[config.mk]
export PLATFORM = sky130hd
export DESIGN_NAME = rs_syndrome_top
export DESIGN_NICKNAME = d
export VERILOG_FILES = /design/src/rs_syn_pkg.sv /design/src/rs_gf_pkg.sv /design/src/rs_syndrome_top.sv /design/src/syndrome_report.sv /design/src/syndrome_accum.sv /design/src/beat_decode.sv
export SDC_FILE = /design/constraint.sdc
export NUM_CORES = 1
export LEC_CHECK = 0
export BUFFER_PORTS_ARGS = -buffer_cell sky130_fd_sc_hd__buf_2
export CAP_MARGIN = 20
export CORE_MARGIN = 2
export CORE_UTILIZATION = 58
export DETAILED_ROUTE_END_ITERATION = 7
export GPL_TIMING_DRIVEN = 0
export HOLD_SLACK_MARGIN = 0.03
export PLACE_DENSITY = 0.77
export SYNTH_ARGS = -nofsm -noshare
export SYNTH_HDL_FRONTEND = slang
export SYNTH_SLANG_ARGS = --single-unit
export TNS_END_PERCENT = 1
[constraint.sdc]
create_clock -name clk -period 3.3 [get_ports clk]
set_clock_uncertainty 0.05 [all_clocks]
set_input_delay 0.165 -clock clk [delete_from_list [all_inputs] [get_ports clk]]
set_output_delay 0.165 -clock clk [all_outputs]
set_load 0.01 [all_outputs]
[src/rs_syn_pkg.sv]
package rs_syn_pkg;

    // input stream word
    localparam int BEAT_W = 64;
    typedef logic [BEAT_W-1:0] beat_t;

    // default syndrome count, four parity symbols
    localparam int DEF_NUM_SYN = 4;

    // one symbol per byte of a beat
    localparam int DEF_SYMS_PER_BEAT = BEAT_W / 8;

endpackage

[src/rs_gf_pkg.sv]
package rs_gf_pkg;

    // one field element
    localparam int SYM_W = 8;
    typedef logic [SYM_W-1:0] sym_t;

    // x^8 + x^4 + x^3 + x^2 + 1
    localparam logic [SYM_W:0] GF_POLY = 9'h11D;

    // multiplicative group order, alpha^255 = 1
    localparam int GF_ORDER = (1 << SYM_W) - 1;

    // shift-and-add product, reduced by the primitive polynomial
    function automatic sym_t gf_mul(input sym_t a, input sym_t b);
        sym_t acc;
        sym_t sh;
        acc = '0;
        sh  = a;
        for (int i = 0; i < SYM_W; i++) begin
            if (b[i]) begin
                acc = acc ^ sh;
            end
            // times x, fold back the overflow bit
            if (sh[SYM_W-1]) begin
                sh = (sh << 1) ^ GF_POLY[SYM_W-1:0];
            end else begin
                sh = sh << 1;
            end
        end
        return acc;
    endfunction

    // alpha^e with alpha = x, only meant for elaboration-time constants
    function automatic sym_t gf_alpha_pow(input int e);
        int   n;
        sym_t p;
        n = e % GF_ORDER;
        if (n < 0) begin
            n = n + GF_ORDER;
        end
        p = sym_t'(1);
        for (int i = 0; i < n; i++) begin
            p = gf_mul(p, sym_t'(2));
        end
        return p;
    endfunction

endpackage
[src/rs_syndrome_top.sv]
`timescale 1ns/1ps

module rs_syndrome_top #(
    parameter int NUM_SYN       = rs_syn_pkg::DEF_NUM_SYN,
    parameter int SYMS_PER_BEAT = rs_syn_pkg::DEF_SYMS_PER_BEAT
) (
    input  logic                                clk,
    input  logic                                rstn,
    input  logic                                rs_ena,
    input  logic                                data_vld,
    input  logic                                data_init,
    input  logic                                data_last,
    input  rs_syn_pkg::beat_t                   syn_data,
    output logic [NUM_SYN*rs_gf_pkg::SYM_W-1:0] rs_syn,
    output logic                                syn_error,
    output logic                                syn_nerror,
    output logic                                syn_done
);

    import rs_gf_pkg::*;
    import rs_syn_pkg::*;

    // decode to accumulate
    logic  beat_take;
    logic  beat_first;
    logic  beat_last;
    beat_t beat_data;

    // accumulate to report
    logic                     syn_close;
    logic [NUM_SYN*SYM_W-1:0] syn_final;

    beat_decode u_decode (
        .clk        (clk),
        .rstn       (rstn),
        .rs_ena     (rs_ena),
        .data_vld   (data_vld),
        .data_init  (data_init),
        .data_last  (data_last),
        .syn_data   (syn_data),
        .beat_take  (beat_take),
        .beat_first (beat_first),
        .beat_last  (beat_last),
        .beat_data  (beat_data)
    );

    syndrome_accum #(
        .NUM_SYN       (NUM_SYN),
        .SYMS_PER_BEAT (SYMS_PER_BEAT)
    ) u_accum (
        .clk        (clk),
        .rstn       (rstn),
        .beat_take  (beat_take),
        .beat_first (beat_first),
        .beat_last  (beat_last),
        .beat_data  (beat_data),
        .syn_close  (syn_close),
        .syn_final  (syn_final)
    );

    syndrome_report #(
        .NUM_SYN (NUM_SYN)
    ) u_report (
        .clk        (clk),
        .rstn       (rstn),
        .syn_close  (syn_close),
        .syn_final  (syn_final),
        .rs_syn     (rs_syn),
        .syn_error  (syn_error),
        .syn_nerror (syn_nerror),
        .syn_done   (syn_done)
    );

endmodule

[src/syndrome_report.sv]
`timescale 1ns/1ps

module syndrome_report #(
    parameter int NUM_SYN = rs_syn_pkg::DEF_NUM_SYN
) (
    input  logic                                clk,
    input  logic                                rstn,
    input  logic                                syn_close,
    input  logic [NUM_SYN*rs_gf_pkg::SYM_W-1:0] syn_final,
    output logic [NUM_SYN*rs_gf_pkg::SYM_W-1:0] rs_syn,
    output logic                                syn_error,
    output logic                                syn_nerror,
    output logic                                syn_done
);

    import rs_gf_pkg::*;

    localparam int SET_W = NUM_SYN * SYM_W;

    logic any_nz;

    // a single nonzero syndrome means the codeword is corrupted
    assign any_nz = |syn_final[SET_W-1:0];

    // final set stays on the outputs until the next codeword closes
    always_ff @(posedge clk or negedge rstn) begin
        if (!rstn) begin
            rs_syn <= '0;
        end else if (syn_close) begin
            rs_syn <= syn_final;
        end
    end

    // one-cycle flags, exactly one of error/nerror with each done
    always_ff @(posedge clk or negedge rstn) begin
        if (!rstn) begin
            syn_error  <= 1'b0;
            syn_nerror <= 1'b0;
            syn_done   <= 1'b0;
        end else begin
            syn_error  <= syn_close & any_nz;
            syn_nerror <= syn_close & ~any_nz;
            syn_done   <= syn_close;
        end
    end

endmodule

[src/syndrome_accum.sv]
`timescale 1ns/1ps

module syndrome_accum #(
    parameter int NUM_SYN       = rs_syn_pkg::DEF_NUM_SYN,
    parameter int SYMS_PER_BEAT = rs_syn_pkg::DEF_SYMS_PER_BEAT
) (
    input  logic                                clk,
    input  logic                                rstn,
    input  logic                                beat_take,
    input  logic                                beat_first,
    input  logic                                beat_last,
    input  rs_syn_pkg::beat_t                   beat_data,
    output logic                                syn_close,
    output logic [NUM_SYN*rs_gf_pkg::SYM_W-1:0] syn_final
);

    import rs_gf_pkg::*;

    localparam int SET_W = NUM_SYN * SYM_W;

    sym_t             syms [SYMS_PER_BEAT];
    logic [SET_W-1:0] syn_q;
    logic [SET_W-1:0] syn_next;

    // byte 0 is the latest symbol, so it carries weight alpha^0
    for (genvar k = 0; k < SYMS_PER_BEAT; k++) begin : g_sym
        assign syms[k] = beat_data[k*SYM_W +: SYM_W];
    end

    for (genvar j = 0; j < NUM_SYN; j++) begin : g_syn
        // shift of a whole beat for syndrome j
        localparam sym_t STEP = gf_alpha_pow(j * SYMS_PER_BEAT);

        sym_t term [SYMS_PER_BEAT];
        sym_t wsum;
        sym_t carried;

        for (genvar k = 0; k < SYMS_PER_BEAT; k++) begin : g_term
            localparam sym_t COEF = gf_alpha_pow(j * k);
            assign term[k] = gf_mul(syms[k], COEF);
        end

        // weighted sum of this beat
        always_comb begin
            sym_t acc;
            acc = '0;
            for (int k = 0; k < SYMS_PER_BEAT; k++) begin
                acc = acc ^ term[k];
            end
            wsum = acc;
        end

        // Horner step over the previous beats
        assign carried = gf_mul(syn_q[j*SYM_W +: SYM_W], STEP);

        // a first beat drops whatever was running before it
        assign syn_next[j*SYM_W +: SYM_W] = beat_first ? wsum : (carried ^ wsum);
    end

    always_ff @(posedge clk or negedge rstn) begin
        if (!rstn) begin
            syn_q <= '0;
        end else if (beat_take) begin
            syn_q <= syn_next;
        end
    end

    always_ff @(posedge clk or negedge rstn) begin
        if (!rstn) begin
            syn_close <= 1'b0;
        end else begin
            syn_close <= beat_take & beat_last;
        end
    end

    // completed set, only looked at while syn_close is high
    always_ff @(posedge clk) begin
        if (beat_take && beat_last) begin
            syn_final <= syn_next;
        end
    end

endmodule

[src/beat_decode.sv]
`timescale 1ns/1ps

module beat_decode (
    input  logic              clk,
    input  logic              rstn,
    input  logic              rs_ena,
    input  logic              data_vld,
    input  logic              data_init,
    input  logic              data_last,
    input  rs_syn_pkg::beat_t syn_data,
    output logic              beat_take,
    output logic              beat_first,
    output logic              beat_last,
    output rs_syn_pkg::beat_t beat_data
);

    logic take;

    // the single point where a beat gets qualified
    assign take = rs_ena & data_vld;

    // marks only carry meaning together with the take pulse
    always_ff @(posedge clk or negedge rstn) begin
        if (!rstn) begin
            beat_take  <= 1'b0;
            beat_first <= 1'b0;
            beat_last  <= 1'b0;
        end else begin
            beat_take  <= take;
            beat_first <= take & data_init;
            beat_last  <= take & data_last;
        end
    end

    // symbols held between taken beats
    always_ff @(posedge clk) begin
        if (take) begin
            beat_data <= syn_data;
        end
    end

endmodule

==> results of run 1 <==
[worst paths after layout]
path                                         from                  end  slack [ns]  depth (start not counted)
hold / removal                               rstn   u_report.rs_syn[8]        0.32                          2
hold reg to reg                 u_accum.syn_close    u_report.syn_done        0.33                          0
min in group clk                         data_vld   u_decode.beat_take        0.33                          2
setup reg to reg           u_decode.beat_data[31]    u_accum.syn_q[27]        0.13                          7
setup / recovery           u_decode.beat_data[31]    u_accum.syn_q[27]        0.13                          7
max in group asynchronous                    rstn  u_report.rs_syn[17]        2.26                          2
[placed cells by master, fill, tap and decap left out, types with 7 or more instances in the layout]
cell type,synthesis,layout
buf_4,6,7
xnor2_1,273,273
mux2_2,59,59
nor4_1,8,8
edfxtp_1,96,96
buf_2,18,121
xor2_1,62,62
dfrtp_1,71,71
dlygate4sd3_1,0,69
clkbuf_1,17,18
xnor3_1,45,45
nor2_1,25,25
clkbuf_16,0,19
[power by group]
group          leakage [nW]  internal, mW  switching [mW]
clock                 0.307          1.23           0.916
combinational          3.07          3.90            3.51
sequential             1.75          3.00           0.351
total                  5.12          8.14            4.77
[routing by layer]
metal | vias to the layer above | global-route usage, % | routed length [µm]
met1 | 3064 | 40.07 | 11810
met2 | 212 | 52.54 | 13800
met5 | - | 0 | 0
li1 | 2839 | - | -
met3 | 38 | 4.378 | 1151
met4 | 0 | 10.37 | 748
[flip-flops by register name, summed over array words and instances (netlist names), 32 cells and up]
name and count:
u_accum.syn_final 32, u_accum.syn_q 32, u_decode.beat_data 64, u_report.rs_syn 32
[layout make-up]
| class | count | area (µm²) | share of cell area, % |
|---|---|---|---|
| multi-input combinational | 524 | 5455 | 43.49 |
| sequential | 167 | 4659 | 37.15 |
| timing repair buffer | 175 | 1261 | 10.05 |
| clock buffer | 20 | 479.2 | 3.820 |
| tap | 225 | 281.5 | 2.244 |
| buffer | 44 | 236.5 | 1.885 |
| clock inverter | 12 | 158.9 | 1.267 |
| inverter | 3 | 11.26 | 0.08978 |
[through the flow]
| stage | area, µm² | hold WS, ns | power, mW | worst slack, ns |
|---|---|---|---|---|
| floorplan | 10360 | -0.1806 | 8.807 | 0.7183 |
| CTS | 12540 | 0.2992 | 12.82 | 0.1555 |
| detailed placement | 11210 | 0.2928 | 10.52 | 0.2255 |
| global route | 12540 | 0.3249 | 13.47 | 0.09423 |
| finish | 12540 | 0.3229 | 12.91 | 0.1309 |
| global placement | 11160 | 0.2911 | 10.42 | 0.2139 |
[repair_timing]
action	in CTS	in global routing
setup endpoints to repair	0	0
hold buffers	69	0
hold endpoints to repair	137	0
[worst max-delay path, delay by kind of cell, from the launching register on]
family	cells	cell delay [ns]
xor gates and xnor gates	5	2.15
buffers and inverters	1	0.21
DFF	1	0.35
muxes	1	0.30
[logic make-up after synthesis]
kind of cell | synth area share (%)
AOI/OAI and AO/OA | 0.1932
xor gates and xnor gates | 43.10
buffers and inverters | 2.391
DFF | 44.97
muxes | 6.666
and+or+nand+nor | 2.681
==> impl_metrics.py, run 1 <==
metrics = {
    "status": {
        "status": "completed",
    },
    "routing": {
        "avgRoutedWirePerCell_um": 23.51,
        "drc": 0,
        "drtAntennaViolNets": 0,
        "viasPerCell": 5.259,
        "wl_um": 27500,
        "drt_iter0_markers": 478,
        "vias": 6153,
        "drtPass1Iterations": 5,
    },
    "synthesis": {
        "synth_area_um2": 10360,
        "yosysMostFrequentCell": "xnor2_1",
        "synth_area_leaders": "edfxtp_1, xnor2_1, dfrtp_1, xnor3_1, mux2_2",
        "synth_top_area_share_pct": 27.82,
        "ys_ff_latch": 167,
        "async_flop_share_pct": 42.51,
        "synth_top_area_cell": "edfxtp_1",
        "syn_area_per_cell_um2": 14.04,
        "synth_nets": 808,
        "synthCells": 738,
        "synth_ff_type": "edfxtp_1",
        "synth_cell_type_count": 33,
        "yosysWarnings": 0,
        "synthTopCellsByCount": "xnor2_1, edfxtp_1, dfrtp_1, xor2_1, mux2_2",
        "seq_area_frac_synth_pct": 44.97,
        "synth_edf_count": 96,
    },
    "worst_setup_path": {
        "crit_path_top_delay_cell": "xnor2_1",
        "path_cells": "buf_2 -> xnor2_1 -> xnor3_1 -> xnor2_1 -> xnor3_1 -> xnor3_1 -> mux2_2",
        "crit_type": "flip-flop to flip-flop",
        "crit_path_max_fanout": 7,
        "setup.worst_path.end_class": "flip-flop",
        "cpPeakStageDelay_ns": 0.56,
        "required_ns": 3.56,
        "critical_path_arrival_ns": 3.43,
        "crit_top_cell": "xnor3_1",
        "cp-start-kind": "flip-flop",
    },
    "layout": {
        "fin_util_pct": 72.27,
        "syn2layout_area_growth_pct": 21.06,
        "fillers": 1164,
        "layoutNonFillerInstCount": 1170,
        "drive_above_1_share_pct": 25.61,
        "nets": 1002,
        "antennaDiodeCount": 0,
    },
    "power": {
        "leakagePower_nw": 5.124,
        "ir_worst_vdd_uv": 479.7,
        "power.density_nw_per_um2": 1029,
    },
    "clocking": {
        "path_clk_slew_ns": 0.07,
        "clk_path_buf_depth": 2,
        "postCtsSetupRepairBufs": 0,
        "cts_sinks": 167,
        "cts_made_buffers": 17,
        "insertion_delay_ns": 0.43,
        "cts_tree": "yes",
        "cts_resized": 0,
        "root_buffer": "clkbuf_16",
        "htreeDepth": 4,
    },
    "placed_design": {
        "io_buffer_count": 104,
        "dp_cells": 1069,
        "gp_congestion": 0.9883,
        "place_hpwl_um": 20490,
    },
    "global_routing": {
        "overflow": 0,
        "grt_first_pass_wirelength_um": 40070,
        "grt.total_usage_pct": 30.63,
        "grt_pass1_vias": 6363,
        "grt_max_degree": 72,
        "antenna_found_initial": 0,
    },
    "die": {
        "die_h_um": 137.7,
        "dieArea_um2": 18950,
        "floorplan.initialDensity_pct": 59.70,
        "core-area_um2": 17360,
        "fp.dieW_um": 137.7,
        "io_pins": 105,
        "rows": 48,
    },
    "hold_path": {
        "hp-class": "input pin to asynchronous set/reset pin",
    },
    "timing": {
        "tightest_slew_ns": 0.8988,
        "finalHoldViolations": 0,
        "period_share_pct": 96.03,
        "rsz0062_at_grt": "false",
        "max_freq_mhz": 315.5,
        "maxSlewViolCount": 0,
        "tns_ns": 0,
        "setup_viol": 0,
        "maxSlewHeadroom_pct": 40.08,
        "min_period_ns": 3.169,
    },
    "flow_run": {
        "cap_violations": 0,
    },
}
(Power assumes the default switching activity.)
==> inputs of run 2 (changes only) <==
==> constraint.sdc (replaced) <==
create_clock -name clk -period 3.3 [get_ports clk]
set_clock_uncertainty 0.05 [all_clocks]
set_input_delay 0.66 -clock clk [delete_from_list [all_inputs] [get_ports clk]]
set_output_delay 0.66 -clock clk [all_outputs]
set_load 0.01 [all_outputs]
==> run 2 against run 1 <==
Cell count shrank 5.9%. Count of clock-buffer cells in the layout unchanged. Wire length is 6.3% lower. Non-clock buffer count down 69. Largest power group unchanged. Die area did not move. Total power shrank 0.59%.
==> impl_metrics.py, run 2 (same netlist as run 1, synthesis figures left out) <==
metrics = {
    "status": {
        "status": "completed",
    },
    "clocking": {
        "path_clk_slew_ns": 0.08,
        "insertion_delay_ns": 0.43,
        "cts_tree": "yes",
        "root_buffer": "clkbuf_16",
        "clk_path_buf_depth": 2,
        "cts_made_buffers": 17,
        "htreeDepth": 4,
        "ctsHoldBuffers": 0,
        "cts_sinks": 167,
        "postCtsSetupRepairBufs": 0,
        "cts_resized": 0,
    },
    "routing": {
        "wl_um": 25770,
        "viasPerCell": 5.288,
        "avgRoutedWirePerCell_um": 23.41,
        "vias": 5822,
        "drt_iter0_markers": 438,
        "drtPass1Iterations": 5,
        "drtAntennaViolNets": 0,
        "drc": 0,
    },
    "power": {
        "ir_worst_vdd_uv": 480.3,
        "totalPowerFinal_mw": 12.84,
        "power.density_nw_per_um2": 1083,
        "leakagePower_nw": 4.831,
    },
    "layout": {
        "syn2layout_area_growth_pct": 14.39,
        "fillers": 1251,
        "antennaDiodeCount": 0,
        "drive_above_1_share_pct": 27.63,
        "final_area_um2": 11850,
        "top_register": "u_decode.beat_data",
        "final_cell_mix": "xnor2_1, buf_2, edfxtp_1",
        "layout_commonest_cell": "xnor2_1",
        "largest_register_ffs": 64,
        "multi_input_comb_area_um2": 5455,
        "regArea_um2": 4659,
        "nets": 933,
    },
    "timing": {
        "fin_hold_ws_ns": 0.2870,
        "maxSlewViolCount": 0,
        "maxSlewHeadroom_pct": 40.47,
        "tightest_slew_ns": 0.8929,
        "period_share_pct": 96.58,
        "rsz0062_at_grt": "false",
        "tns_ns": 0,
        "setup_viol": 0,
        "finalHoldViolations": 0,
        "max_freq_mhz": 313.8,
        "min_period_ns": 3.187,
    },
    "die": {
        "rows": 48,
        "floorplan.initialDensity_pct": 59.70,
        "die_h_um": 137.7,
        "dieArea_um2": 18950,
        "fp.dieW_um": 137.7,
        "core-area_um2": 17360,
        "io_pins": 105,
    },
    "placed_design": {
        "dpl_cell_area_um2": 11210,
        "gp_congestion": 0.9883,
        "io_buffer_count": 104,
        "place_hpwl_um": 20490,
    },
    "worst_setup_path": {
        "crit_path_max_fanout": 5,
        "crit_type": "flip-flop to flip-flop",
        "required_ns": 3.55,
        "cp-start-kind": "flip-flop",
        "setup.worst_path.end_class": "flip-flop",
        "critical_path_arrival_ns": 3.44,
    },
    "global_routing": {
        "overflow": 0,
        "antenna_found_initial": 0,
        "grt.total_usage_pct": 28.79,
        "grt_first_pass_wirelength_um": 37560,
        "grt_pass1_vias": 5823,
        "grt_max_degree": 72,
    },
    "hold_path": {
        "hp-class": "input pin to asynchronous set/reset pin",
    },
    "flow_run": {
        "cap_violations": 0,
    },
}
-- run 2: cell types whose count changed in the layout (fill, tap and decap cells not counted), sizes merged --
cell         before  now
dlygate4sd3      69    0
-- run 2: cell type report --
class / instances / area share, %
flip-flops and latches: 167 / 39.31
clock inverters: 12 / 1.341
inverters: 3 / 0.09501
repair buffers: 106 / 4.814
multi-input cells: 524 / 46.03
well taps: 225 / 2.375
plain buffers: 44 / 1.995
clock buffers: 20 / 4.043
-- run 2: path summary, 6_finish.rpt --
path | start | to | slack (ns) | cells after the start
max in group asynchronous | rstn | u_accum.syn_q[3] | 2.31 | 1
max reg2reg | u_decode.beat_data[62] | u_accum.syn_q[20] | 0.11 | 7
min in group clk | u_accum.syn_close | u_report.syn_done | 0.33 | 0
max | u_decode.beat_data[62] | u_accum.syn_q[20] | 0.11 | 7
min | rstn | u_report.rs_syn[8] | 0.29 | 1
min reg2reg | u_accum.syn_close | u_report.syn_done | 0.33 | 0
-- run 2: through the flow --
step / setup slack (ns) / instances / utilization, %
after floorplan: 0.6412 / 738 / -
after global placement: 0.01250 / 1067 / 64.32
after detailed placement: 0.2255 / 1069 / 64.61
after CTS: 0.1555 / 1101 / 68.29
after global routing: 0.08014 / 1101 / 68.29
final: 0.1128 / 1101 / 68.29
-- run 2: per-layer routing --
metal	routed length, µm	global-route usage [%]
met3	1244	4.047
met5	0	0
met2	12670	47.95
met4	743	9.966
met1	11110	38.85
-- run 2: critical path, cell delays in order (launching register included) --
cell and delay [ns]:
edfxtp_1 0.35, buf_2 0.20, xnor2_2 0.53, xnor3_1 0.31
xnor2_1 0.35, xnor3_1 0.52, xnor3_2 0.42, mux2_1 0.32
-- run 2: report_power, final --
part / internal, mW / switching (mW) / leakage, nW
Combinational: 3.85 / 3.50 / 2.77
Clock: 1.23 / 0.908 / 0.307
Sequential: 3.00 / 0.344 / 1.75
Total: 8.08 / 4.75 / 4.83
